**config.mk**
```make
export PLATFORM = sky130hd
export DESIGN_NAME = display_timing
export DESIGN_NICKNAME = d
export VERILOG_FILES = /design/src/hw/castle_pkg.sv /design/src/hw/display_timing.sv
export SDC_FILE = /design/constraint.sdc
export NUM_CORES = 1
export LEC_CHECK = 0
export BUFFER_PORTS_ARGS = -buffer_cell sky130_fd_sc_hd__buf_2
export CAP_MARGIN = 20
export CORE_MARGIN = 2
export CORE_UTILIZATION = 55
export DETAILED_ROUTE_END_ITERATION = 7
export PLACE_DENSITY_LB_ADDON = 0.08
export RECOVER_POWER = 100
export SLEW_MARGIN = 25
export SYNTH_ARGS = -nofsm -noshare
export SYNTH_HDL_FRONTEND = slang
export SYNTH_SLANG_ARGS = --single-unit
```
**constraint.sdc**
```tcl
create_clock -name clk_100m -period 2.9 [get_ports clk_100m]
set_clock_uncertainty 0.15 [all_clocks]
set_input_delay 0.58 -clock clk_100m [delete_from_list [all_inputs] [get_ports clk_100m]]
set_output_delay 0.58 -clock clk_100m [all_outputs]
set_load 0.01 [all_outputs]
```
**src/hw/castle_pkg.sv**
```systemverilog
// castle demo shared definitions
// raster and framebuffer sizes, palette, scene and bus types
package castle_pkg;
    typedef logic signed [7:0] coord_t;  // screen or framebuffer coordinate
    typedef logic [3:0]        cidx_t;   // colour index

    localparam int FB_WIDTH  = 64;
    localparam int FB_HEIGHT = 48;
    localparam int FB_DEPTH  = FB_WIDTH * FB_HEIGHT;
    localparam int FB_ADDRW  = $clog2(FB_DEPTH);

    localparam int H_TOTAL      = 80;  // includes blanking
    localparam int V_TOTAL      = 56;
    localparam int H_SYNC_START = 68;
    localparam int H_SYNC_END   = 72;
    localparam int V_SYNC_START = 50;
    localparam int V_SYNC_END   = 52;

    localparam int SHAPE_CNT = 9;

    // 12-bit rgb per index
    localparam logic [11:0] PALETTE [16] = '{
        12'h000, 12'h235, 12'h725, 12'h085,  // black, dark blue, dark purple, dark green
        12'hA53, 12'h655, 12'hCCC, 12'hFFF,  // brown, dark grey, light grey, white
        12'hF05, 12'hFA0, 12'hFE2, 12'h0E3,
        12'h2AF, 12'h879, 12'hF7A, 12'hFCA
    };

    typedef enum logic {SHAPE_RECT, SHAPE_TRI} shape_kind_e;
    typedef enum logic [1:0] {IDLE, INIT, DRAW, DONE} seq_state_e;

    typedef struct packed {
        shape_kind_e kind;
        coord_t      x0, y0;
        coord_t      x1, y1;
        coord_t      x2, y2;  // unused for rectangles
        cidx_t       cidx;
    } shape_t;

    typedef struct packed {
        logic   we;
        coord_t x, y;
        cidx_t  cidx;
    } fb_write_t;

    typedef struct packed {
        coord_t sx, sy;
        logic   hsync, vsync, de, frame;
    } screen_pos_t;

    typedef struct packed {
        logic       hsync, vsync, de;
        logic [3:0] r, g, b;
    } vga_out_t;
endpackage

```
**src/hw/display_timing.sv**
```systemverilog
// display timing generator
// reduced raster counters with sync, data enable and frame strobe
`timescale 1ns/1ns

module display_timing import castle_pkg::*; (
    input  logic        clk_100m,
    input  logic        reset,
    output screen_pos_t pos
);
    coord_t sx, sy;

    always_ff @(posedge clk_100m) begin
        if (reset) begin
            sx <= '0;
            sy <= '0;
        end else if (sx == H_TOTAL - 1) begin  // end of line
            sx <= '0;
            sy <= (sy == V_TOTAL - 1) ? coord_t'(0) : coord_t'(sy + 1);
        end else begin
            sx <= coord_t'(sx + 1);
        end
    end

    always_comb begin
        pos.sx    = sx;
        pos.sy    = sy;
        pos.hsync = (sx >= H_SYNC_START) && (sx < H_SYNC_END);
        pos.vsync = (sy >= V_SYNC_START) && (sy < V_SYNC_END);
        pos.de    = (sx < FB_WIDTH) && (sy < FB_HEIGHT);
        pos.frame = (sx == 0) && (sy == 0);  // one cycle per frame
    end
endmodule

```
==> metrics.cfg, run 1 <==
[sta]
hold_viol_final=0
period_minus_slack_ns=2.459
period_share=0.8481
relSlewSlack=0.5881
slew_violations=0
rsz0062_at_grt=false
setup_viol=0
setup_slack_ns=0.4405
fmax_mhz=406.6
tightest_slew_ns=0.6093
tns_ns=0
whs_ns=0.3603

[global_route]
antenna_found_initial=0
grt_pass1_wl_mm=2.987
use_met2=0.2928
busiest_layer=met2
first_global_vias=643
grt-ovfl-total=0
grt_use_total=0.2040
grt_use_met1=0.2918
use_met3=0.04082
grt_max_degree=17

[critical_path]
ff2ff_path_depth=4
worstReg2RegEnd=sy[0]
cp.required_ns=2.17
worst_setup_path_start_kind=flip-flop
crit_fanout=7
end_kind=output pin
arrival_ns=1.73
r2r-start=sx[6]
r2r_slack_ns=0.77
crit_type=reg -> out

[synthesis]
syn_inst=105
ys_seq_area_frac=0.3536
synth_cell_types=24
ys_ff_latch=16
netlist_area_um2=905.9
syn_nets=112
yosys_warnings=0
avgSynthCellArea_um2=8.627

[finish]
syn_to_final_growth_pct=6.906
mostFrequentLayoutCell=clkbuf_1
utilization=0.6355
drive_above_1_share=0.07500
mostFrequentLayoutCells=20 x clkbuf_1, 16 x dfxtp_1, 12 x nor3_1
nets=129
antenna_cells=0
fillers=148

[pwr]
pwr-share-comb=0.061
vdd_drop_max_mv=0.2499
power_mw=0.3618
p_int_mw=0.2801
p_leak_nw=0.3111
p_sw_frac=0.2259
pwr-share-clk=0.311
switchingPower_mw=0.08174
seq_power_share=0.628
powerDensity_nw_per_um2=373.6

[placement]
dp_hpwl_mm=1.277
numPortBuffers=21
pre_cts_ws_ns=0.7953
gp_congestion=0.7982

[die]
placementRows=14
io_pins=22
die_w_um=44.59
dieArea_um2=1988
core_um2=1524
die-height_um=44.59
start_util=0.5944

[cts]
cts.htree.levels=1
cts_tree=yes
clock_latency_ns=0.28
cts_resized=0
post_cts_buffers=0
cts_sinks=16
cts_hold_buf=0
cts_buffers=3
clk_pin_slew_ns=0.08
max-clock-path-buffers=2
cts-root-buf=clkbuf_4

[detailed_routing]
wl_per_cell_um=12.71
via_per_inst=5.559
drt_iter0_drc=9
firstDrtPassIters=4
num_vias=756
drc=0
antenna_left=0
drt-total-wl_mm=1.728

[hold_path]
hp-class=reg -> reg
min-delay-start=sy[0]
hold_depth=2
whs_endpoint=sy[0]

[run]
maxCapViolations=0

[outcome]
status=finished clean

==> area by class of cell <==
class	instances	area, um^2	share of cell area
repair buffers	21	80.08	0.08269
clock buffers	3	22.52	0.02326
multi-input cells	74	503.0	0.5194
well taps	16	20.02	0.02067
inverters	6	22.52	0.02326
flip-flops and latches	16	320.3	0.3307
==> sequential cells by signal, summed over array words and instances (netlist names) <==
name and count:
sx 8, sy 8
==> cells by family (layout without fill, tap and decap cells) <==
kind of cell / count (synthesis) / after routing / share of synthesized area
AND/OR/NAND/NOR: 51 / 51 / 0.3467
adder cells (fa/ha/maj): 5 / 5 / 0.06906
buffers and inverters: 15 / 30 / 0.07873
AO/OA/AOI/OAI: 6 / 6 / 0.03591
flip-flops: 16 / 16 / 0.3536
XOR/XNOR: 12 / 12 / 0.1160
==> synthesized netlist by cell type, drive strengths merged <==
cell type / instances / area (um^2)
clkbuf: 7 / 26.28
nor3: 15 / 90.09
inv: 6 / 22.52
xor2: 4 / 35.03
nor4b: 2 / 17.52
o211ai: 1 / 7.510
a21oi: 5 / 25.02
nor4: 4 / 37.53
buf: 2 / 22.52
or4b: 1 / 13.76
xnor2: 8 / 70.07
nor2: 6 / 30.03
and2: 1 / 6.260
and3: 2 / 12.51
nand2: 6 / 22.52
nand4: 4 / 25.02
nor3b: 2 / 15.01
ha: 5 / 62.56
dfxtp: 16 / 320.3
and4: 1 / 8.760
nand3: 7 / 35.03
==> how the worst max path moves through the flow <==
stage	startpoint	end	slack (ns)	cells past startpoint
floorplan	sx[4]	pos[3]	0.74	4
global placement	sx[6]	sy[3]	0.76	4
detailed placement	sx[6]	sy[3]	0.80	4
CTS	sx[6]	pos[3]	0.51	3
global route	sx[6]	pos[3]	0.34	3
finish	sx[6]	pos[3]	0.44	3
==> power groups by stage <==
stage,Sequential (mW),Clock (mW),Combinational (mW)
after floorplan,0.233,0,0.0140
after global placement,0.232,0,0.0235
after detailed placement,0.232,0,0.0240
after CTS,0.227,0.119,0.0240
after global routing,0.228,0.130,0.0247
final,0.227,0.113,0.0220
==> metal layers <==
layer  routed length, um  share of wire
met2                 797           0.46
met5                   0              0
met3                  62          0.036
met4                  14         0.0081
met1                 853           0.49
==> through the flow <==
step	area, um^2	instances
final	968.4	136
after detailed placement	982.2	133
after global placement	982.2	133
after floorplan	905.9	105
after global routing	968.4	136
after CTS	1005	136
==> critical path: stages (launching register included) <==
cell and delay [ns]:
dfxtp_1 0.45, or4b_1 0.61, nor3b_1 0.22, clkbuf_1 0.17
Note: power is estimated with default switching activity, not from simulation.
==> run 2, diff against run 1 <==
Settings changed: CORE_ASPECT_RATIO from default to 0.75, CORE_UTILIZATION 55 to 46.
Clock period 2.9 ns to 2.05 ns, I/O delays scaled along.
==> metrics.cfg, run 2 (same netlist as run 1, synthesis figures left out) <==
[detailed_routing]
drt_iter0_drc=31
via_per_inst=5.574
firstDrtPassIters=4
num_vias=864
drt-total-wl_mm=2.221
wl_per_cell_um=14.33
drc=0
antenna_left=0

[global_route]
grt_pass1_wl_mm=3.643
grt_use_total=0.1988
grt_max_degree=17
grt-ovfl-total=0
antenna_found_initial=0
first_global_vias=759

[placement]
dp_hpwl_mm=1.500
gp_congestion=0.8730
dp_cells=145
pre_cts_ws_ns=0.1493
placed_area_um2=1035
numPortBuffers=21

[die]
core_um2=1789
start_util=0.5063
placementRows=13
die_w_um=55.24
io_pins=22
dieArea_um2=2344
die-height_um=42.43

[sta]
fmax_mhz=487.9
period_share=0.9998
setup_viol=0
rsz0062_at_grt=true
slew_violations=0
hold_viol_final=0
period_minus_slack_ns=2.050
setup_slack_ns=0.0004010
tightest_slew_ns=0.3369
whs_ns=0.3396
relSlewSlack=0.7751

[cts]
clk_pin_slew_ns=0.10
cts_sinks=16
cts_buffers=3
clock_latency_ns=0.29
cts.htree.levels=1
cts_tree=yes
cts-root-buf=clkbuf_4
max-clock-path-buffers=2

[finish]
top_regs=sx (8), sy (8)
stdcell_area_um2=1177
mostFrequentLayoutCells=19 x buf_2, 12 x nor3_1, 12 x buf_4
utilization=0.6580
nets=141
layout.cells.non_filler=155
antenna_cells=0
syn_to_final_growth_pct=29.97
drive_above_1_share=0.4211
mostFrequentLayoutCell=buf_2

[hold_path]
hp-class=in -> reg

[critical_path]
arrival_ns=1.49
crit_type=reg -> out
r2r_slack_ns=0.19
crit_fanout=3
ff2ff_path_depth=5
cp-startpoint=sx[5]
worstReg2RegEnd=sy[7]
cp.required_ns=1.49
r2r-start=sx[5]
worst_setup_path_start_kind=flip-flop
endpoint=pos[3]
end_kind=output pin

[pwr]
vdd_drop_max_mv=0.3248
p_leak_nw=0.4857
powerDensity_nw_per_um2=480.3

[run]
maxCapViolations=0

[outcome]
status=finished clean

[run 2: per-stage QoR]
step | total power [mW] | setup TNS (ns)
global route | 0.5944 | -0.1251
finish | 0.5655 | 0
global placement | 0.3620 | 0
floorplan | 0.3500 | 0
CTS | 0.5753 | -0.07528
detailed placement | 0.3631 | 0
[run 2: power breakdown]
| group | leakage, nW | internal, mW | switching, mW | total [mW] |
|---|---|---|---|---|
| clock | 0.0210 | 0.108 | 0.107 | 0.216 |
| combinational | 0.330 | 0.0142 | 0.0192 | 0.0335 |
| sequential | 0.135 | 0.310 | 0.00602 | 0.316 |
[run 2: area by class of cell]
type	count	area, um^2
repair buffers	33	192.7
flip-flops and latches	16	340.3
multi-input cells	74	553.0
well taps	22	27.53
fillers	167	611.8
clock buffers	4	36.28
inverters	6	27.53
[run 2: repair_timing]
action,CTS,global route
hold endpoints to repair,0,0
pin swaps,4,1
gates resized for setup,17,5
hold buffers,0,0
endpoints found under the setup margin,2,3
buffers inserted,4,2
[run 2: per-layer routing]
layer  wire length, um  part of all wire  global-route usage
met4                31             0.014             0.05854
met1              1064              0.48              0.2795
met5                 0                 0                   0
met3               171             0.077             0.07099
met2               953              0.43              0.2833
[run 2: worst max-delay path: stages, from the launching register on]
cell and delay, ns:
dfxtp_4 0.36, or4b_4 0.54, nor3b_2 0.16, buf_2 0.14
[run 2: worst min path at each step]
stage	start	end	slack, ns	cells past startpoint
floorplan	sy[0]	sy[0]	0.37	2
global placement	sx[0]	sx[0]	0.34	1
detailed placement	sx[0]	sx[0]	0.35	1
CTS	reset	sy[6]	0.33	2
global route	reset	sy[6]	0.37	2
finish	reset	sx[2]	0.34	2
