$ cat config.mk
export PLATFORM = sky130hd
export DESIGN_NAME = scene_sequencer
export DESIGN_NICKNAME = d
export VERILOG_FILES = /design/src/hw/castle_pkg.sv /design/src/hw/scene_sequencer.sv
export SDC_FILE = /design/constraint.sdc
export NUM_CORES = 1
export LEC_CHECK = 0
export ABC_AREA = 1
export ABC_CLOCK_PERIOD_IN_PS = 2100
export BUFFER_PORTS_ARGS = -buffer_cell sky130_fd_sc_hd__buf_2
export CORE_MARGIN = 5
export CORE_UTILIZATION = 46
export CTS_BUF_LIST = sky130_fd_sc_hd__clkbuf_2
export CTS_CLUSTER_SIZE = 30
export DETAILED_ROUTE_END_ITERATION = 10
export PLACE_DENSITY = 0.78
export SLEW_MARGIN = 20
export SYNTH_ARGS = -nofsm -noshare
export SYNTH_HDL_FRONTEND = slang
export SYNTH_SLANG_ARGS = --single-unit
$ cat constraint.sdc
create_clock -name clk_100m -period 2.1 [get_ports clk_100m]
set_input_delay 0.105 -clock clk_100m [delete_from_list [all_inputs] [get_ports clk_100m]]
set_output_delay 0.105 -clock clk_100m [all_outputs]
set_load 0.01 [all_outputs]
$ cat src/hw/castle_pkg.sv
// castle demo shared definitions
// raster and framebuffer sizes, palette, scene and bus types
package castle_pkg;
    typedef logic signed [7:0] coord_t;  // screen or framebuffer coordinate
    typedef logic [3:0]        cidx_t;   // colour index

    localparam int FB_WIDTH  = 64;
    localparam int FB_HEIGHT = 48;
    localparam int FB_DEPTH  = FB_WIDTH * FB_HEIGHT;
    localparam int FB_ADDRW  = $clog2(FB_DEPTH);

    localparam int H_TOTAL      = 80;  // includes blanking
    localparam int V_TOTAL      = 56;
    localparam int H_SYNC_START = 68;
    localparam int H_SYNC_END   = 72;
    localparam int V_SYNC_START = 50;
    localparam int V_SYNC_END   = 52;

    localparam int SHAPE_CNT = 9;

    // 12-bit rgb per index
    localparam logic [11:0] PALETTE [16] = '{
        12'h000, 12'h235, 12'h725, 12'h085,  // black, dark blue, dark purple, dark green
        12'hA53, 12'h655, 12'hCCC, 12'hFFF,  // brown, dark grey, light grey, white
        12'hF05, 12'hFA0, 12'hFE2, 12'h0E3,
        12'h2AF, 12'h879, 12'hF7A, 12'hFCA
    };

    typedef enum logic {SHAPE_RECT, SHAPE_TRI} shape_kind_e;
    typedef enum logic [1:0] {IDLE, INIT, DRAW, DONE} seq_state_e;

    typedef struct packed {
        shape_kind_e kind;
        coord_t      x0, y0;
        coord_t      x1, y1;
        coord_t      x2, y2;  // unused for rectangles
        cidx_t       cidx;
    } shape_t;

    typedef struct packed {
        logic   we;
        coord_t x, y;
        cidx_t  cidx;
    } fb_write_t;

    typedef struct packed {
        coord_t sx, sy;
        logic   hsync, vsync, de, frame;
    } screen_pos_t;

    typedef struct packed {
        logic       hsync, vsync, de;
        logic [3:0] r, g, b;
    } vga_out_t;
endpackage

$ cat src/hw/scene_sequencer.sv
// scene sequencer
// steps through the castle scene table, starts the fillers and registers their pixels
`timescale 1ns/1ns

module scene_sequencer import castle_pkg::*; (
    input  logic      clk_100m,
    input  logic      reset,
    input  logic      frame,
    input  logic      busy,
    input  fb_write_t rect_pix,
    input  logic      rect_done,
    input  fb_write_t tri_pix,
    input  logic      tri_done,
    output shape_t    shape,
    output logic      rect_start,
    output logic      tri_start,
    output logic      draw_oe,
    output fb_write_t fb_wr,
    output logic      scene_done
);
    seq_state_e state;
    logic [3:0] shape_id;
    shape_t     entry;       // table entry for shape_id
    fb_write_t  active_pix;  // pixel from whichever filler is drawing

    function automatic shape_t mk_rect(coord_t ax, coord_t ay, coord_t bx, coord_t by,
                                       cidx_t c);
        shape_t s;
        s = '{kind: SHAPE_RECT, x0: ax, y0: ay, x1: bx, y1: by, x2: '0, y2: '0, cidx: c};
        return s;
    endfunction

    function automatic shape_t mk_tri(coord_t ax, coord_t ay, coord_t bx, coord_t by,
                                      coord_t cx, coord_t cy, cidx_t c);
        shape_t s;
        s = '{kind: SHAPE_TRI, x0: ax, y0: ay, x1: bx, y1: by, x2: cx, y2: cy, cidx: c};
        return s;
    endfunction

    // later entries paint over earlier ones
    always_comb begin
        case (shape_id)
            4'd0: entry = mk_rect(12, 24, 51, 40, 4'h5);          // main building
            4'd1: entry = mk_rect(27, 32, 36, 40, 4'h4);          // door in brown
            4'd2: entry = mk_tri(27, 32, 30, 32, 27, 35, 4'h5);   // left arch corner
            4'd3: entry = mk_tri(33, 32, 36, 32, 36, 35, 4'h5);   // right arch corner
            4'd4: entry = mk_rect(6, 14, 12, 40, 4'h5);           // left tower
            4'd5: entry = mk_rect(26, 12, 37, 24, 4'h5);          // middle tower
            4'd6: entry = mk_rect(51, 14, 57, 40, 4'h5);          // right tower
            4'd7: entry = mk_tri(32, 3, 40, 11, 24, 11, 4'h2);    // roof in dark purple
            4'd8: entry = mk_rect(30, 15, 34, 21, 4'h1);          // window in dark blue
            default: entry = mk_tri(2, 2, 8, 8, 2, 8, 4'h7);      // never selected
        endcase
    end

    always_ff @(posedge clk_100m) begin
        if (reset) begin
            state      <= IDLE;
            shape_id   <= '0;
            rect_start <= 1'b0;
            tri_start  <= 1'b0;
        end else begin
            rect_start <= 1'b0;
            tri_start  <= 1'b0;
            case (state)
                IDLE: if (frame) state <= INIT;
                INIT: begin
                    rect_start <= (entry.kind == SHAPE_RECT);
                    tri_start  <= (entry.kind == SHAPE_TRI);
                    state      <= DRAW;
                end
                DRAW: begin
                    if (rect_done || tri_done) begin
                        if (shape_id == 4'(SHAPE_CNT - 1)) begin
                            state <= DONE;
                        end else begin
                            shape_id <= shape_id + 4'd1;
                            state    <= INIT;
                        end
                    end
                end
                default: state <= DONE;  // scene finished, stay here
            endcase
        end
    end

    always_ff @(posedge clk_100m) begin
        if (state == INIT) shape <= entry;  // vertices stable for the whole draw
    end

    assign active_pix = tri_pix.we ? tri_pix : rect_pix;

    // one register stage between filler and framebuffer
    always_ff @(posedge clk_100m) begin
        fb_wr.x    <= active_pix.x;
        fb_wr.y    <= active_pix.y;
        fb_wr.cidx <= active_pix.cidx;
        if (reset) fb_wr.we <= 1'b0;
        else       fb_wr.we <= active_pix.we;
    end

    assign draw_oe    = !busy;
    assign scene_done = (state == DONE);
endmodule

==> results.md <==
* Boundary pin count at 126
* Net Sw Frac at 0.2765
* Crit. End Element: flop
* Worst path max stage delay at 0.41 ns
* Met1 Use GR at 0.2102
* Reg2Reg Depth at 9
* Comb pwr share at 0.145
* Final period util at 0.9221
* Worst-margin pin slew at just over 0.6 ns
* Hold Path Depth at 6
* Synth area leaders: dfxtp_1 (37%), edfxtp_1 (29%), nand2_1 (10%)
* Max-cap violations at 0
* Outcome: completed
* Clock latency on the worst-skew pair at 0.53 ns
* Hold EP: state[1]$_SDFFE_PP0P_
* Worst Hold Class: input port to flop
* Number of synthesized flops with an enable pin at 33
* Max VDD drop at 0.0003322 V
* # Post-CTS Setup Buffers at 0
* Post-route setup TNS at 0 ns
* H-Tree Depth at 3
* F_max at 0.5164 GHz
* Ant diodes at 0
* Final Critical Period at 1.936 ns
* Largest net degree at the start of global routing at 35
* CP startpoint kind: flop
* Vias per inst at 4.530
* Mean Syn Cell Area at between 10 and 15 µm²
* Critical path class: flop to flop
* Die area at 0.009158 mm²
* Critical-path maximum fanout at 10
* Drt initial violations at 147
* Met3 usage at 0.09070
* Ys Warns at 0
* Switching power at 0.9419 mW
* Nets at around 520
* Placed Area at 0.003920 mm²
* Cell Pwr Density at 752.3 mW/mm²
* CTS sink cnt at 95
* DR pass1 iterations at 4
* Internal Power at roughly 2.5 mW
* Layout cells sized above 1 at 0.3263
* Clock share of power at 0.238
* First-pass GRT wire length at 12.61 mm
* Critical Path AT at about 2.4 ns
* Area Growth Syn to Fin at 34.04%
* Synth Register Bits at 95
* DRT Wirelength at 7.715 mm
* RSZ-0062 raised after global routing: false
* DP HPWL at roughly 4.7 mm
* CP delay by family, top: simple AND/OR/NAND/NOR gates
* Placed Cells at 509
* Static leakage at 2.222 nW
* Initial antenna violation count at 0
* Mapped cell area at 0.003378 mm²
* CP max-delay cell: dfxtp_1
* Worst-path clk slew at roughly 0.26 ns
* Final cell count without fillers at 574
* Crit path required time at 2.55 ns
* Final GP Congestion at 0.9471
* Worst slew margin at 0.5894
* Cell area after layout at 0.004528 mm²
* CP bufs+invs at 2
* Area leader, netlist: dfxtp_1
* # DRC at 0
* CTS tree: built
* Height of the die at 95.70 µm
* Global Route Usage Sum at 0.1826
* FF-to-FF End: entry[31]$_DFF_P_
* Global routing's busiest layer: met2
* Slew Limit Fails at 0
* Count leader, synth: nand2_1
* Vias in the first global route at 2642
* CP Cell Sequence: inv_1 -> ha_1 -> nand3_2 -> nand4_1 -> nand3_4 -> ha_1 -> inv_1 -> o21ai_2 -> nand3_1
* Inserted Clock Buffers at 9
* Yosys top cell area share at 0.3674
* HP Start: tri_done
* Core region area at 0.007214 mm²
* Vias at 2600
* Row cnt at 31
* Met2 Track Usage GR at 0.2918
* GRT Residual Overflow at 0
* Top FF cell, synth: dfxtp_1
* Reg power frac at 0.617
* Setup slack, reg-to-reg at 0.16 ns
* Root Buffer: clkbuf_2
* Register area share after synthesis at 0.6607
* Mapped Cells at ~310
* Util after Layout at 0.6276
* Clock skew at ~0.024 ns
* Final hold vios at 0
* Cell variety after synth at 29
* Count of endpoints failing setup in the final report at 0
* Worst r2r src: shape_id[1]$_SDFFE_PP0P_
* Chip width at between 90 and 100 µm
* Antenna Nets Post-Route at 0
* Ys async rst share at 0
* IO Port Bufs at 110
* Starting Density at 0.4683
* Routed wire per std cell at roughly 13 µm
* Max Root-Sink Buffers at 2
* Post-synth top cells: nand2_1 (91), dfxtp_1 (62), edfxtp_1 (33)
-- flip-flops by register name (all words and copies together) (netlist names) --
name	count
tri_start	1
shape	33
fb_wr	21
rect_start	1
entry	33
shape_id	4
state	2
-- cell families after synthesis --
logic type | count (synthesis) | share of synthesized area
simple gates | 136 | 0.1956
flops | 95 | 0.6607
buf+inv | 58 | 0.09222
xor+xnor | 1 | 0.002593
compound gates | 15 | 0.02555
other cells | 1 | 0.001110
fa+ha+maj | 6 | 0.02222
-- power groups by stage --
stage                     logic [mW]  clock network [mW]  registers, mW
after global routing           0.548               0.939           2.12
after global placement         0.387                   0           2.14
after CTS                      0.476               0.839           2.10
final                          0.494               0.811           2.10
after detailed placement       0.393                   0           2.14
after floorplan                0.224                   0           2.17
-- layout make-up --
class                   count  area [µm²]
clock inverters             7       61.31
multi-input cells         173       897.1
well taps                  99       123.9
flip-flops and latches     95        2233
repair buffers            160        1049
fillers                   562        2686
clock buffers               9       45.04
inverters                  31       118.9
-- worst min-delay path, delay by kind of cell --
family,cells,cell delay [ns]
AND/OR/NAND/NOR,2,0.31
AO/OA/AOI/OAI,1,0.18
buffers and inverters,3,0.16
-- stage by stage --
step	setup WS, ns	hold slack (ns)	total power [mW]
after floorplan	0.3338	0.1774	2.397
after global placement	0.2590	0.2928	2.522
after detailed placement	0.1304	0.2991	2.533
after CTS	0.1001	0.1579	3.417
after global routing	0.009849	0.2293	3.605
final	0.1635	0.2266	3.407
-- layer usage --
metal  vias up  share of wire
li1       1280              -
met1      1174           0.39
met2       134           0.47
met3        12           0.12
met4         0          0.017
met5         -              0
-- timing repair --
| item | 4_1_cts | 5_1_grt |
|---|---|---|
| hold buffers | 49 | 0 |
| setup endpoints to repair | 0 | 10 |
| gates resized for setup | 0 | 3 |
| endpoints found under the hold margin | 29 | 0 |
-- layout by cell type, fill, tap and decap left out, types with 4 or more instances in the layout --
cell type / n
conb_1: 15
edfxtp_1: 33
nand3_4: 4
dfxtp_1: 61
dlygate4sd3_1: 49
nand3_2: 5
buf_2: 110
inv_1: 25
a21oi_1: 4
ha_1: 6
inv_2: 4
clkbuf_2: 9
o21ai_0: 5
nand2_1: 91
nand3_1: 13
nor2_2: 4
nor2_1: 7
-- worst max path at each step --
stage                                        start                 end  cells after the start
after floorplan              state[0]$_SDFFE_PP0P_  shape[0]$_DFFE_PN_                      2
after global placement    shape_id[0]$_SDFFE_PP0P_    entry[2]$_DFF_P_                     11
after detailed placement  shape_id[0]$_SDFFE_PP0P_    entry[2]$_DFF_P_                     11
after CTS                 shape_id[0]$_SDFFE_PP0P_    entry[2]$_DFF_P_                     11
after global routing      shape_id[0]$_SDFFE_PP0P_   entry[31]$_DFF_P_                      9
final                     shape_id[1]$_SDFFE_PP0P_   entry[31]$_DFF_P_                      9
No activity file was read; power rests on OpenSTA's default activity.
