### src/hw/castle_pkg.sv
// castle demo shared definitions
// raster and framebuffer sizes, palette, scene and bus types
package castle_pkg;
    typedef logic signed [7:0] coord_t;  // screen or framebuffer coordinate
    typedef logic [3:0]        cidx_t;   // colour index

    localparam int FB_WIDTH  = 64;
    localparam int FB_HEIGHT = 48;
    localparam int FB_DEPTH  = FB_WIDTH * FB_HEIGHT;
    localparam int FB_ADDRW  = $clog2(FB_DEPTH);

    localparam int H_TOTAL      = 80;  // includes blanking
    localparam int V_TOTAL      = 56;
    localparam int H_SYNC_START = 68;
    localparam int H_SYNC_END   = 72;
    localparam int V_SYNC_START = 50;
    localparam int V_SYNC_END   = 52;

    localparam int SHAPE_CNT = 9;

    // 12-bit rgb per index
    localparam logic [11:0] PALETTE [16] = '{
        12'h000, 12'h235, 12'h725, 12'h085,  // black, dark blue, dark purple, dark green
        12'hA53, 12'h655, 12'hCCC, 12'hFFF,  // brown, dark grey, light grey, white
        12'hF05, 12'hFA0, 12'hFE2, 12'h0E3,
        12'h2AF, 12'h879, 12'hF7A, 12'hFCA
    };

    typedef enum logic {SHAPE_RECT, SHAPE_TRI} shape_kind_e;
    typedef enum logic [1:0] {IDLE, INIT, DRAW, DONE} seq_state_e;

    typedef struct packed {
        shape_kind_e kind;
        coord_t      x0, y0;
        coord_t      x1, y1;
        coord_t      x2, y2;  // unused for rectangles
        cidx_t       cidx;
    } shape_t;

    typedef struct packed {
        logic   we;
        coord_t x, y;
        cidx_t  cidx;
    } fb_write_t;

    typedef struct packed {
        coord_t sx, sy;
        logic   hsync, vsync, de, frame;
    } screen_pos_t;

    typedef struct packed {
        logic       hsync, vsync, de;
        logic [3:0] r, g, b;
    } vga_out_t;
endpackage

### src/hw/draw_rect_fill.sv
// filled rectangle walker
// emits every pixel from (x0,y0) to (x1,y1) row by row, one per enabled cycle
`timescale 1ns/1ns

module draw_rect_fill import castle_pkg::*; (
    input  logic   clk_100m,
    input  logic   reset,
    input  logic   start,
    input  logic   oe,
    input  coord_t x0, y0, x1, y1,
    output coord_t x, y,
    output logic   drawing,
    output logic   done
);
    coord_t x_beg, x_end, y_end;
    logic   active;
    logic   last;

    assign last    = (x == x_end) && (y == y_end);
    assign drawing = active && oe;

    always_ff @(posedge clk_100m) begin
        if (reset) begin
            active <= 1'b0;
            done   <= 1'b0;
        end else begin
            done <= 1'b0;
            if (start) begin
                active <= 1'b1;
            end else if (drawing && last) begin
                active <= 1'b0;
                done   <= 1'b1;  // one cycle after the last pixel
            end
        end
    end

    always_ff @(posedge clk_100m) begin
        if (start) begin
            x     <= x0;
            y     <= y0;
            x_beg <= x0;
            x_end <= x1;
            y_end <= y1;
        end else if (drawing) begin
            if (x == x_end) begin  // next row
                x <= x_beg;
                y <= coord_t'(y + 1);
            end else begin
                x <= coord_t'(x + 1);
            end
        end
    end
endmodule

### config.mk
export PLATFORM = sky130hd
export DESIGN_NAME = draw_rect_fill
export DESIGN_NICKNAME = d
export VERILOG_FILES = /design/src/hw/castle_pkg.sv /design/src/hw/draw_rect_fill.sv
export SDC_FILE = /design/constraint.sdc
export NUM_CORES = 1
export LEC_CHECK = 0
export BUFFER_PORTS_ARGS = -buffer_cell sky130_fd_sc_hd__buf_4
export CORE_ASPECT_RATIO = 1.4
export CORE_MARGIN = 3
export CORE_UTILIZATION = 55
export DETAILED_ROUTE_END_ITERATION = 12
export GPL_TIMING_DRIVEN = 0
export PLACE_DENSITY = 0.83
export SETUP_SLACK_MARGIN = 0.15
export SLEW_MARGIN = 20
export SYNTH_ARGS = -nofsm -noshare
export SYNTH_HDL_FRONTEND = slang
export SYNTH_SLANG_ARGS = --single-unit
### constraint.sdc
create_clock -name clk_100m -period 4.45 [get_ports clk_100m]
set_input_delay 0.89 -clock clk_100m [delete_from_list [all_inputs] [get_ports clk_100m]]
set_output_delay 0.89 -clock clk_100m [all_outputs]
set_load 0.01 [all_outputs]
==> out/qor.yml, run 1 <==
status: "completed"
synthTopCellsByCount: "40 x edfxtp_1, 21 x xnor2_1, 14 x nand2_1"
tightest_slew_ns: 0.804
instances_no_fill: 257
crit_required_ns: 4.38
cap_violations: 0
syn_nets: 194
postSynthCellCount: 156
final_nets: 254
cts_setup_buffers: 0
critPathKind: "register to register"
power_per_cell_area_mw_per_mm2: 353
cpMaxStageDelayCell: "o31ai_2"
viasPerCell: 5.64
synth.top_cell.area_share: 0.609
finClkSkew_ns: 0.00761
slew_headroom: 0.461
grtUsageMet3: 0.0589
crit_path_max_fanout: 8
ir_drop_mv: 0.288
holdPathStages: 2
remaining_drc_errors: 0
die_w_um: 56.6
seqPwrFrac: 0.569
min_to: "active"
drt_iter0_drc: 67
die-area_mm2: 0.00435
timing_hold_violations_final: 0
numCtsBuffers: 5
antenna_cells: 0
routed_wl_um: 4290
ios: 54
postSynthAreaPerCell_um2: 12.6
synthFlopType: "edfxtp_1"
synth_area_leaders: "edfxtp_1 61%, xnor2_1 9.3%, xor2_1 3.1%, nand2_1 2.7%, nand3_1 2.5%"
dr.pass1.iters: 4
grt.busiest_layer: "met2"
p_clk_frac: 0.265
path_buf_inv: 0
grt_pass1_vias: 1492
async_reset_ff_frac: 0
rsz0062_at_grt: "no"
r2r_cells: 3
root_buffer: "clkbuf_8"
path_cells: "xnor2_1 > nand4_1 > o31ai_2"
internal_power_w: 0.000658
cts_tree: "built"
power.share.combinational: 0.167
slew_violations: 0
min-delay-start: "active"
reg2reg_slack_ns: 2.16
synth_seq_cells: 42
start_util: 0.578
critPathLaunchType: "register"
syn_area_mm2: 0.00197
ys_seq_area_frac: 0.629
synth-edff-count: 40
cts-root-to-sink-buffers: 2
switching_power_w: 0.000226
post-route-min-period_ns: 2.29
r2r_start: "x[0]"
rows: 25
die_h_um: 76.8
area_growth_syn_to_layout_pct: 27.1
hold_buffers: 0
post-route-period-util: 0.516
post-place-cells: 249
synth_cell_types: 28
slowest_delay_ns: 0.81
cts.repair.resized: 0
yosysWarningCount: 0
grt_use_met1: 0.213
grt_max_degree: 31
antenna_found_initial: 0
r2r-end: "y[0]"
synth.largest_area_cell: "edfxtp_1"
ant_nets: 0
post-synth-top-count-cell: "edfxtp_1"
clk_latency_ns: 0.30
core_mm2: 0.00341
p_total_w: 0.000885
setup_viol: 0
cts_htree_levels: 2
power_leakage_nw: 0.971
grt_pass1_wl_um: 6770
swShare: 0.256
portBuffers: 53
hpwlAfterDp_um: 3190
use_met2: 0.375
fill_cells: 237
min_path_type: "register to register"
grt_usage: 0.206
numClockSinks: 42
vias: 1449
routabilityCongestion: 0.762
path_clk_slew_ns: 0.07
end_kind: "register"
cp.arrival_ns: 2.22
overflow: 0
setup_tns_ns: 0
wl_per_cell_um: 16.7
drive_gt1_frac: 0.300
max_freq_mhz: 436
crit_family: "compound AO/OA/AOI/OAI gates"
cell families after synthesis:
family                   count (synthesis)  synth area share
AND/OR/NAND/NOR                         48             0.120
flip-flops                              42             0.629
XOR/XNOR                                28             0.124
AO/OA/AOI/OAI                           25            0.0844
buffers and inverters                   10            0.0235
adder cells (fa/ha/maj)                  2            0.0127
multiplexers                             1           0.00571
placed cells by master, fill, tap and decap left out, types with 2 or more instances in the layout:
master / instances
buf_4: 53
edfxtp_1: 40
xnor2_1: 21
nand2_1: 14
nand3_1: 10
nor2_1: 8
o21ai_0: 8
xor2_1: 7
inv_1: 5
clkbuf_8: 5
clkbuf_1: 4
nand4_1: 4
nor3_1: 4
a32oi_1: 3
o31a_1: 3
a21oi_1: 3
o31ai_1: 3
and3_1: 3
a31oi_1: 2
nor4_1: 2
ha_1: 2
dfxtp_1: 2
power groups by stage:
stage | Clock, W | Sequential [W] | Combinational, W
global placement | 0 | 0.000509 | 0.000140
detailed placement | 0 | 0.000512 | 0.000148
global route | 0.000253 | 0.000507 | 0.000162
CTS | 0.000237 | 0.000503 | 0.000149
finish | 0.000234 | 0.000503 | 0.000148
floorplan | 0 | 0.000511 | 0.0000735
flip-flops by register name (all words and copies together), names as in the netlist:
| signal | cells |
|---|---|
| x_beg | 8 |
| x | 8 |
| x_end | 8 |
| active | 1 |
| done | 1 |
| y | 8 |
| y_end | 8 |
worst max-delay path by stage:
stage               start    to  slack [ns]  cells past startpoint
global placement    start  y[5]        1.89                      4
CTS                  x[0]  y[0]        1.79                      3
detailed placement   x[0]  y[5]        1.81                      3
finish               x[0]  y[0]        2.16                      3
global route         x[0]  y[7]        1.98                      3
floorplan            x[0]  y[0]        2.35                      3
tightest hold or removal path, delay by kind of cell (launching register included):
family	cells	cell delay, ns
DFF	1	0.32
and+or+nand+nor	1	0.10
AOI/OAI and AO/OA	1	0.06
metal layers:
metal	up-vias	wire [µm]
met5	-	0
li1	698	-
met1	685	1520
met2	58	2400
met3	8	278
met4	0	88
stage by stage:
step	util	setup slack [ns]	hold WS [ns]	instance area [µm²]
CTS	0.734	1.79	0.520	2500
global placement	0.710	1.89	0.480	2420
finish	0.735	2.16	0.517	2510
detailed placement	0.710	1.81	0.509	2420
floorplan	-	2.35	0.471	1970
global route	0.735	1.98	0.547	2510
layout make-up:
| class | count | area [µm²] | area share |
|---|---|---|---|
| buffer | 5 | 27.5 | 0.0110 |
| clock buffer | 6 | 72.6 | 0.0290 |
| clock inverter | 2 | 8.76 | 0.00349 |
| sequential | 42 | 1240 | 0.495 |
| multi-input combinational | 104 | 689 | 0.275 |
| tap | 40 | 50.0 | 0.0200 |
| timing repair buffer | 53 | 398 | 0.159 |
| inverter | 5 | 18.8 | 0.00749 |
No activity file was read; power rests on OpenSTA's default activity.
==> run 2, diff against run 1 <==
--- a/config.mk
+++ b/config.mk
@@ -8,10 +8,10 @@
 export BUFFER_PORTS_ARGS = -buffer_cell sky130_fd_sc_hd__buf_4
 export CORE_ASPECT_RATIO = 1.4
 export CORE_MARGIN = 3
-export CORE_UTILIZATION = 55
+export CORE_UTILIZATION = 46
 export DETAILED_ROUTE_END_ITERATION = 12
 export GPL_TIMING_DRIVEN = 0
-export PLACE_DENSITY = 0.83
+export PLACE_DENSITY = 0.74
 export SETUP_SLACK_MARGIN = 0.15
 export SLEW_MARGIN = 20
 export SYNTH_ARGS = -nofsm -noshare
==> constraint.sdc (replaced) <==
create_clock -name clk_100m -period 2.1 [get_ports clk_100m]
set_input_delay 0.42 -clock clk_100m [delete_from_list [all_inputs] [get_ports clk_100m]]
set_output_delay 0.42 -clock clk_100m [all_outputs]
set_load 0.01 [all_outputs]
==> run 2 against run 1 <==
Against the previous run: count of clock-buffer cells in the layout up 1; final area up 1.7%; largest power group unchanged; non-clock buffer count up 3.
==> out/qor.yml, run 2 (synthesis results as in run 1) <==
post-route-period-util: 0.844
cts_tree: "built"
clk_latency_ns: 0.29  # about the same
place_ws_ns: -0.139  # -1.94 ns
rsz0062_at_grt: "no"
die_h_um: 83.5  # +8.6%
viasPerCell: 5.45  # -3.4%
overflow: 0  # unchanged
design_area_mm2: 0.00255  # +1.7%
grt_pass1_vias: 1478  # -0.94%
grt.busiest_layer: "met2"
portBuffers: 53  # unchanged
r2r_cells: 5  # +2
end_kind: "register"
drt_iter0_drc: 69  # +3.0%
instances_no_fill: 262  # +1.9%
tightest_slew_ns: 0.435  # -0.369 ns
ant_nets: 0  # unchanged
die-area_mm2: 0.00512  # +18%
area_growth_syn_to_layout_pct: 29.3
routabilityCongestion: 0.814  # +6.9%
max_freq_mhz: 564
slew_headroom: 0.710  # +0.249
ir_drop_mv: 0.476  # +65%
slew_violations: 0  # unchanged
hpwlAfterDp_um: 3150  # -1.3%
numCtsBuffers: 5  # unchanged
drive_gt1_frac: 0.306  # +0.00640
power_leakage_nw: 0.986  # +1.5%
numClockSinks: 42  # unchanged
rows: 27  # +8.0%
dr.pass1.iters: 4  # unchanged
antenna_found_initial: 0  # unchanged
ios: 54  # unchanged
core_mm2: 0.00402  # +18%
dpl_cell_area_mm2: 0.00243  # +0.36%
root_buffer: "clkbuf_8"
cap_violations: 0  # unchanged
grtUsageMet3: 0.0588  # -0.0000990
grt_max_degree: 31  # unchanged
mostFrequentLayoutCells: "55 x buf_4, 40 x edfxtp_1, 21 x xnor2_1"
routed_wl_um: 4220  # -1.5%
die_w_um: 61.3  # +8.4%
use_met2: 0.300  # -0.0754
timing_hold_violations_final: 0  # unchanged
holdPathStages: 2  # unchanged
setup_viol: 0  # unchanged
crit_required_ns: 2.06  # -2.32 ns
status: "completed"
power_per_cell_area_mw_per_mm2: 736  # +110%
start_util: 0.491  # -0.0878
min_path_type: "primary input to register"
cts-root-to-sink-buffers: 2  # unchanged
cp.arrival_ns: 1.73  # -0.49 ns
critPathKind: "primary input to register"
finClkSkew_ns: 0.00549  # -0.00212 ns
path_clk_slew_ns: 0.07  # about the same
cts_htree_levels: 2  # unchanged
grt_pass1_wl_um: 6700  # -1.0%
final_nets: 257  # +1.2%
fill_cells: 328  # +38%
grt_usage: 0.178  # -0.0276
post-route-min-period_ns: 1.77
final_common_cell: "buf_4"
hold_buffers: 0  # unchanged
reg2reg_slack_ns: 0.36  # -1.80 ns
fin_ws_ns: 0.328  # -1.83 ns
grt_use_met1: 0.200  # -0.0133
post-place-cells: 252  # +1.2%
p_total_w: 0.00188  # +110%
remaining_drc_errors: 0  # unchanged
wl_per_cell_um: 16.1  # -3.4%
critPathLaunchType: "primary input"
antenna_cells: 0  # unchanged
crit_path_max_fanout: 30  # +22
vias: 1427  # -1.5%
[run 2: final timing paths]
| kind | startpoint | to |
|---|---|---|
| min | reset | active |
| max | start | x[5] |
| min reg2reg | active | active |
| max reg2reg | x[1] | y[1] |
[run 2: per-layer routing]
layer  routed length (µm)  vias to the layer above
met5                    0                        -
met4                   46                        0
met3                  275                        5
met2                 2270                       55
met1                 1630                      664
li1                     -                      703
[run 2: cell type report]
| cell class | count | area [µm²] | share of cell area |
|---|---|---|---|
| multi-input cells | 104 | 698 | 0.274 |
| repair buffers | 56 | 433 | 0.170 |
| clock buffers | 7 | 76.3 | 0.0299 |
| flip-flops and latches | 42 | 1240 | 0.487 |
| well taps | 43 | 53.8 | 0.0211 |
| inverters | 5 | 18.8 | 0.00736 |
| plain buffers | 5 | 27.5 | 0.0108 |
[run 2: what timing repair did]
action | CTS | global route
pin swaps | 1 | 2
endpoints found under the setup margin | 8 | 11
gates cloned | 0 | 0
resized for setup | 1 | 0
setup buffers | 1 | 2
[run 2: power by group]
part / internal (W) / switching [W]
sequential: 0.00100 / 0.0000644
combinational: 0.000173 / 0.000147
clock: 0.000229 / 0.000262
total: 0.00140 / 0.000474
[run 2: through the flow]
stage | TNS [ns] | hold slack [ns] | utilization
2_1_floorplan | 0 | 0.471 | -
3_3_place_gp | -0.684 | 0.480 | 0.604
3_5_place_dp | -1.11 | 0.503 | 0.604
4_1_cts | 0 | 0.280 | 0.630
5_1_grt | 0 | 0.271 | 0.634
6_report | 0 | 0.291 | 0.634
[run 2: critical path, cell delays in order]
cell	delay, ns
buf_4	0.32
clkbuf_1	0.40
inv_1	0.25
nand2_1	0.33
