==> src/hw/castle_pkg.sv <==
// castle demo shared definitions
// raster and framebuffer sizes, palette, scene and bus types
package castle_pkg;
    typedef logic signed [7:0] coord_t;  // screen or framebuffer coordinate
    typedef logic [3:0]        cidx_t;   // colour index

    localparam int FB_WIDTH  = 64;
    localparam int FB_HEIGHT = 48;
    localparam int FB_DEPTH  = FB_WIDTH * FB_HEIGHT;
    localparam int FB_ADDRW  = $clog2(FB_DEPTH);

    localparam int H_TOTAL      = 80;  // includes blanking
    localparam int V_TOTAL      = 56;
    localparam int H_SYNC_START = 68;
    localparam int H_SYNC_END   = 72;
    localparam int V_SYNC_START = 50;
    localparam int V_SYNC_END   = 52;

    localparam int SHAPE_CNT = 9;

    // 12-bit rgb per index
    localparam logic [11:0] PALETTE [16] = '{
        12'h000, 12'h235, 12'h725, 12'h085,  // black, dark blue, dark purple, dark green
        12'hA53, 12'h655, 12'hCCC, 12'hFFF,  // brown, dark grey, light grey, white
        12'hF05, 12'hFA0, 12'hFE2, 12'h0E3,
        12'h2AF, 12'h879, 12'hF7A, 12'hFCA
    };

    typedef enum logic {SHAPE_RECT, SHAPE_TRI} shape_kind_e;
    typedef enum logic [1:0] {IDLE, INIT, DRAW, DONE} seq_state_e;

    typedef struct packed {
        shape_kind_e kind;
        coord_t      x0, y0;
        coord_t      x1, y1;
        coord_t      x2, y2;  // unused for rectangles
        cidx_t       cidx;
    } shape_t;

    typedef struct packed {
        logic   we;
        coord_t x, y;
        cidx_t  cidx;
    } fb_write_t;

    typedef struct packed {
        coord_t sx, sy;
        logic   hsync, vsync, de, frame;
    } screen_pos_t;

    typedef struct packed {
        logic       hsync, vsync, de;
        logic [3:0] r, g, b;
    } vga_out_t;
endpackage

==> src/hw/draw_tri_fill.sv <==
// filled triangle walker
// scans the bounding box and flags points on or inside all three edges
// vertices are expected clockwise on screen
`timescale 1ns/1ns

module draw_tri_fill import castle_pkg::*; (
    input  logic   clk_100m,
    input  logic   reset,
    input  logic   start,
    input  logic   oe,
    input  coord_t x0, y0, x1, y1, x2, y2,
    output coord_t x, y,
    output logic   drawing,
    output logic   done
);
    coord_t vx0, vy0, vx1, vy1, vx2, vy2;  // latched vertices
    coord_t x_beg, x_end, y_end;
    logic   active;
    logic   step;
    logic   last;
    logic signed [15:0] e0, e1, e2;

    function automatic coord_t min3(coord_t a, coord_t b, coord_t c);
        coord_t m;
        m = (a < b) ? a : b;
        return (m < c) ? m : c;
    endfunction

    function automatic coord_t max3(coord_t a, coord_t b, coord_t c);
        coord_t m;
        m = (a > b) ? a : b;
        return (m > c) ? m : c;
    endfunction

    // edge functions, positive on the inner side
    assign e0 = (vx1 - vx0) * (y - vy0) - (vy1 - vy0) * (x - vx0);
    assign e1 = (vx2 - vx1) * (y - vy1) - (vy2 - vy1) * (x - vx1);
    assign e2 = (vx0 - vx2) * (y - vy2) - (vy0 - vy2) * (x - vx2);

    assign step    = active && oe;
    assign last    = (x == x_end) && (y == y_end);
    assign drawing = step && (e0 >= 0) && (e1 >= 0) && (e2 >= 0);

    always_ff @(posedge clk_100m) begin
        if (reset) begin
            active <= 1'b0;
            done   <= 1'b0;
        end else begin
            done <= 1'b0;
            if (start) begin
                active <= 1'b1;
            end else if (step && last) begin
                active <= 1'b0;
                done   <= 1'b1;
            end
        end
    end

    always_ff @(posedge clk_100m) begin
        if (start) begin
            {vx0, vy0, vx1, vy1, vx2, vy2} <= {x0, y0, x1, y1, x2, y2};
            x     <= min3(x0, x1, x2);  // top-left of bounding box
            y     <= min3(y0, y1, y2);
            x_beg <= min3(x0, x1, x2);
            x_end <= max3(x0, x1, x2);
            y_end <= max3(y0, y1, y2);
        end else if (step) begin
            if (x == x_end) begin
                x <= x_beg;
                y <= coord_t'(y + 1);
            end else begin
                x <= coord_t'(x + 1);
            end
        end
    end
endmodule

==> config.mk <==
export PLATFORM = sky130hd
export DESIGN_NAME = draw_tri_fill
export DESIGN_NICKNAME = d
export VERILOG_FILES = /design/src/hw/castle_pkg.sv /design/src/hw/draw_tri_fill.sv
export SDC_FILE = /design/constraint.sdc
export NUM_CORES = 2
export LEC_CHECK = 0
export BUFFER_PORTS_ARGS = -buffer_cell sky130_fd_sc_hd__buf_2
export CAP_MARGIN = 20
export CELL_PAD_IN_SITES_DETAIL_PLACEMENT = 1
export CELL_PAD_IN_SITES_GLOBAL_PLACEMENT = 1
export CORE_ASPECT_RATIO = 1.75
export CORE_MARGIN = 2
export CORE_UTILIZATION = 45
export CTS_CLUSTER_SIZE = 14
export DETAILED_ROUTE_END_ITERATION = 7
export PLACE_DENSITY = 0.8
export SLEW_MARGIN = 10
export SYNTH_ARGS = -nofsm -noshare
export SYNTH_HDL_FRONTEND = slang
export SYNTH_SLANG_ARGS = --single-unit
==> constraint.sdc <==
create_clock -name clk_100m -period 19.7 [get_ports clk_100m]
set_input_delay 3.94 -clock clk_100m [delete_from_list [all_inputs] [get_ports clk_100m]]
set_output_delay 3.94 -clock clk_100m [all_outputs]
set_load 0.01 [all_outputs]
==> impl_metrics.prom <==
# TYPE chip_impl_metric gauge
chip_impl_metric{name="grt_antenna_before_repair",unit=""} 1
chip_impl_metric{name="totalNegativeSetupSlack",unit="ns"} 0
chip_impl_metric{name="yosys_reg_bits",unit=""} 90
chip_impl_metric{name="largest_net_degree_at_the_start_of_global_routing",unit=""} 64
chip_impl_metric{name="finalHoldViolCount",unit=""} 0
chip_impl_metric{name="timing.final.crit_share",unit="%"} 68.9
chip_impl_metric{name="cts_repair_resize_count",unit=""} 0
chip_impl_info{name="critPathTopFamily",value="adder cells"} 1
chip_impl_metric{name="first_pass_grt_wire_length",unit="mm"} 132
chip_impl_metric{name="synth_sequential_area_ratio",unit="%"} 10.2
chip_impl_metric{name="synth-edff-count",unit=""} 88
chip_impl_metric{name="dieHeight",unit="um"} 324
chip_impl_metric{name="dr_total_vias",unit=""} 19900
chip_impl_metric{name="crit_arrival",unit="ns"} 9.63
chip_impl_metric{name="gr-usage-met2",unit="%"} 57.2
chip_impl_metric{name="die-width",unit="um"} 187
chip_impl_metric{name="yosysUniqueCellTypes",unit=""} 83
chip_impl_metric{name="asyncSetResetFlopFracSynth",unit="%"} 0
chip_impl_metric{name="areaGrowthSynthToFinish",unit="%"} 6.56
chip_impl_metric{name="global_route.usage.total",unit="%"} 28.8
chip_impl_metric{name="path_max_fanout",unit=""} 8
chip_impl_metric{name="required",unit="ns"} 15.76
chip_impl_metric{name="clkTransAtPathRegs",unit="ns"} 0.09
chip_impl_metric{name="dpl-instance-area",unit="sq um"} 27800
chip_impl_metric{name="place.gp.congestion",unit=""} 0.963
chip_impl_metric{name="number_of_design_rule_violations_left_after_detail_routing",unit=""} 0
chip_impl_info{name="tritoncts",value="built"} 1
chip_impl_metric{name="numClockSinks",unit=""} 90
chip_impl_metric{name="totalWireLength",unit="mm"} 84.3
chip_impl_metric{name="placed_cells_incl_taps",unit=""} 3650
chip_impl_metric{name="postLayoutCellArea",unit="sq um"} 28100
chip_impl_metric{name="syn_inst",unit=""} 2811
chip_impl_metric{name="clockBufferDepth",unit=""} 2
chip_impl_metric{name="clock_skew",unit="ns"} 0.0227
chip_impl_info{name="holdCritStartpoint",value="active"} 1
chip_impl_metric{name="timing_max_transition_violations_final",unit=""} 0
chip_impl_metric{name="routed_via_density",unit=""} 5.42
chip_impl_metric{name="max_freq",unit="GHz"} 0.0737
chip_impl_info{name="path_class_of_the_lowest_slack_min_delay_path",value="reg2reg"} 1
chip_impl_info{name="setup_repair_after_global_routing_missed_its_margin",value="no"} 1
chip_impl_metric{name="grtUsageMet1",unit="%"} 26.6
chip_impl_metric{name="finalNonFillerCells",unit=""} 3669
chip_impl_metric{name="fp.dieArea",unit="sq um"} 60700
chip_impl_metric{name="cts_buffers",unit=""} 9
chip_impl_metric{name="syn-num-nets",unit=""} 3673
chip_impl_metric{name="port_buffers",unit=""} 69
chip_impl_metric{name="cts_hold_buffers",unit=""} 0
chip_impl_metric{name="timing.max_slew.rel_slack",unit="%"} 14.9
chip_impl_metric{name="whs_path_depth",unit=""} 2
chip_impl_metric{name="clk_latency",unit="ns"} 0.42
chip_impl_info{name="mostFrequentLayoutCell",value="sky130_fd_sc_hd__inv_1"} 1
chip_impl_metric{name="starting_density_of_the_core",unit="%"} 45.4
chip_impl_info{name="mostFrequentLayoutCells",value="sky130_fd_sc_hd__inv_1 (653), sky130_fd_sc_hd__fa_1 (462), sky130_fd_sc_hd__ha_1 (348)"} 1
chip_impl_info{name="cts_root_buf",value="sky130_fd_sc_hd__clkbuf_16"} 1
chip_impl_metric{name="detailedRoute.firstPassIterationCount",unit=""} 5
chip_impl_info{name="critPathCaptureType",value="output port"} 1
chip_impl_metric{name="postCtsSetupBuffers",unit=""} 0
chip_impl_metric{name="dp_hpwl",unit="mm"} 75.8
chip_impl_metric{name="core_area",unit="sq um"} 58100
chip_impl_info{name="synth_flop_cell",value="sky130_fd_sc_hd__edfxtp_1"} 1
chip_impl_metric{name="ioPinCount",unit=""} 70
chip_impl_info{name="hold-path-endpoint",value="active"} 1
chip_impl_metric{name="number_of_global_route_vias_before_repair",unit=""} 23700
chip_impl_metric{name="drv_cap",unit=""} 0
chip_impl_metric{name="overflow",unit=""} 0
chip_impl_metric{name="post_synth_instance_area",unit="sq um"} 26400
chip_impl_metric{name="drt_first_iter_violations",unit=""} 708
chip_impl_metric{name="syn-mean-instance-area",unit="sq um"} 9.39
chip_impl_metric{name="final_net_count",unit=""} 3753
chip_impl_info{name="category_of_the_most_critical_setup_path",value="reg2out"} 1
chip_impl_metric{name="pre_cts_slack",unit="ns"} 6.64
chip_impl_metric{name="cpPeakStageDelay",unit="ns"} 0.61
chip_impl_metric{name="reg2reg_setup_slack",unit="ns"} 16.44
chip_impl_info{name="setup.worst_path.start_class",value="register"} 1
chip_impl_metric{name="worstPathBufferInverterCount",unit=""} 9
chip_impl_metric{name="synth-warning-count",unit=""} 0
chip_impl_metric{name="measured_slew_at_the_worst_slew_check_pin",unit="ns"} 1.27
chip_impl_metric{name="ant_nets",unit=""} 0
chip_impl_metric{name="r2r_cells",unit=""} 7
chip_impl_metric{name="rows",unit=""} 117
chip_impl_metric{name="report.final.setup_viol",unit=""} 0
chip_impl_metric{name="layout_cell_share_with_drive_strength_beyond_1",unit="%"} 8.15
chip_impl_info{name="timing.rr.start",value="x[6]"} 1
chip_impl_metric{name="final_critical_path_setup_slack",unit="ns"} 6.13
chip_impl_info{name="crit-reg2reg-capture",value="active"} 1
chip_impl_info{name="run_status",value="finished clean"} 1
chip_impl_info{name="grt_most_used_layer",value="met2"} 1
chip_impl_metric{name="global_route.usage.met3",unit="%"} 2.69
chip_impl_info{name="timing.critical_path.slowest_stage_cell",value="sky130_fd_sc_hd__xor2_1"} 1
chip_impl_metric{name="antennaDiodeCount",unit=""} 0
chip_impl_metric{name="wl_per_cell",unit="um"} 23.0
chip_impl_metric{name="period_needed",unit="ns"} 13.57
chip_impl_metric{name="cts_max_level",unit=""} 3
[logic make-up after synthesis]
logic type               after synthesis  synth area share [%]
AO/OA/AOI/OAI                        248                  6.28
XOR/XNOR                             194                  6.85
adder cells (fa/ha/maj)              810                  51.5
buffers and inverters                682                  9.73
flip-flops                            90                  10.2
multiplexers                          40                  1.76
AND/OR/NAND/NOR                      747                  13.7
[worst min-delay path: stages (launching register included)]
cell and delay [ns]:
sky130_fd_sc_hd__dfxtp_1 0.35, sky130_fd_sc_hd__a21oi_1 0.07, sky130_fd_sc_hd__nor2_1 0.08
[cell usage after synthesis, types with 3 or more instances]
| cell type | count | area share (%) |
|---|---|---|
| sky130_fd_sc_hd__fa_1 | 462 | 35 |
| sky130_fd_sc_hd__o21ai_0 | 61 | 1.2 |
| sky130_fd_sc_hd__nand3_1 | 22 | 0.42 |
| sky130_fd_sc_hd__o21ai_1 | 22 | 0.42 |
| sky130_fd_sc_hd__or3_1 | 8 | 0.19 |
| sky130_fd_sc_hd__mux2i_1 | 7 | 0.27 |
| sky130_fd_sc_hd__mux2_4 | 6 | 0.34 |
| sky130_fd_sc_hd__o21bai_1 | 8 | 0.23 |
| sky130_fd_sc_hd__mux2_1 | 3 | 0.13 |
| sky130_fd_sc_hd__nor3_1 | 17 | 0.32 |
| sky130_fd_sc_hd__and2_1 | 22 | 0.52 |
| sky130_fd_sc_hd__xnor2_1 | 117 | 3.9 |
| sky130_fd_sc_hd__ha_1 | 348 | 16 |
| sky130_fd_sc_hd__nand4_1 | 5 | 0.12 |
| sky130_fd_sc_hd__a31o_1 | 7 | 0.23 |
| sky130_fd_sc_hd__nand2_1 | 132 | 1.9 |
| sky130_fd_sc_hd__a21oi_1 | 44 | 0.83 |
| sky130_fd_sc_hd__o21a_1 | 14 | 0.40 |
| sky130_fd_sc_hd__or2_2 | 65 | 1.5 |
| sky130_fd_sc_hd__o211ai_1 | 3 | 0.085 |
| sky130_fd_sc_hd__inv_1 | 653 | 9.3 |
| sky130_fd_sc_hd__o2111ai_1 | 5 | 0.17 |
| sky130_fd_sc_hd__xor2_1 | 69 | 2.3 |
| sky130_fd_sc_hd__o41ai_1 | 5 | 0.17 |
| sky130_fd_sc_hd__o31a_1 | 3 | 0.10 |
| sky130_fd_sc_hd__nor4_1 | 4 | 0.095 |
| sky130_fd_sc_hd__nor2_1 | 306 | 4.4 |
| sky130_fd_sc_hd__a211oi_1 | 9 | 0.26 |
| sky130_fd_sc_hd__and3_1 | 3 | 0.071 |
| sky130_fd_sc_hd__a21boi_1 | 3 | 0.085 |
| sky130_fd_sc_hd__clkbuf_1 | 25 | 0.36 |
| sky130_fd_sc_hd__edfxtp_1 | 88 | 10 |
| sky130_fd_sc_hd__xnor3_1 | 3 | 0.26 |
| sky130_fd_sc_hd__nor4b_1 | 4 | 0.13 |
| sky130_fd_sc_hd__mux2_2 | 24 | 1.0 |
| sky130_fd_sc_hd__a31oi_1 | 8 | 0.19 |
| sky130_fd_sc_hd__buf_2 | 3 | 0.057 |
| sky130_fd_sc_hd__a21o_1 | 30 | 0.85 |
| sky130_fd_sc_hd__nor2b_1 | 54 | 1.3 |
| sky130_fd_sc_hd__or4_1 | 3 | 0.085 |
| sky130_fd_sc_hd__o21ai_2 | 4 | 0.13 |
| sky130_fd_sc_hd__nand2b_1 | 80 | 1.9 |
[worst max-delay path by stage]
| stage | depth (start not counted) | slack [ns] | to | startpoint |
|---|---|---|---|---|
| 6_report | 33 | 6.13 | drawing | vx0[0] |
| 5_1_grt | 33 | 5.60 | drawing | vx0[0] |
| 4_1_cts | 33 | 6.15 | drawing | vx0[0] |
| 3_5_place_dp | 33 | 6.64 | drawing | vx0[0] |
| 3_3_place_gp | 33 | 6.94 | drawing | vx0[0] |
| 2_1_floorplan | 32 | 7.94 | drawing | vx0[0] |
[state kept, by name (all words and copies together) (netlist names)]
signal  count
vx2         8
x           8
y_end       8
vx1         8
vx0         8
done        1
x_beg       8
x_end       8
vy0         8
y           8
vy2         8
vy1         8
active      1
[routing by layer]
layer	wire [um]	vias to the layer above
li1	-	8846
met1	27000	10300
met2	47500	471
met3	2310	297
met4	7490	0
met5	0	-
[layout make-up]
| class | count | area (sq um) |
|---|---|---|
| multi-input combinational | 2039 | 21200 |
| fill | 6755 | 30000 |
| sequential | 90 | 2680 |
| clock inverter | 7 | 73.8 |
| clock buffer | 9 | 225 |
| timing repair buffer | 98 | 569 |
| inverter | 653 | 2450 |
| tap | 773 | 967 |
[metrics by stage]
step | hold WS [ns] | utilization [%]
finish | 0.528 | 48.4
global route | 0.561 | 48.4
CTS | 0.520 | 48.3
detailed placement | 0.499 | 47.8
global placement | 0.472 | 47.8
floorplan | 0.457 | -
Power is left out: the tool's default activity adds up to more than one toggle a clock period on the data nets, which glitch-free logic cannot reach.
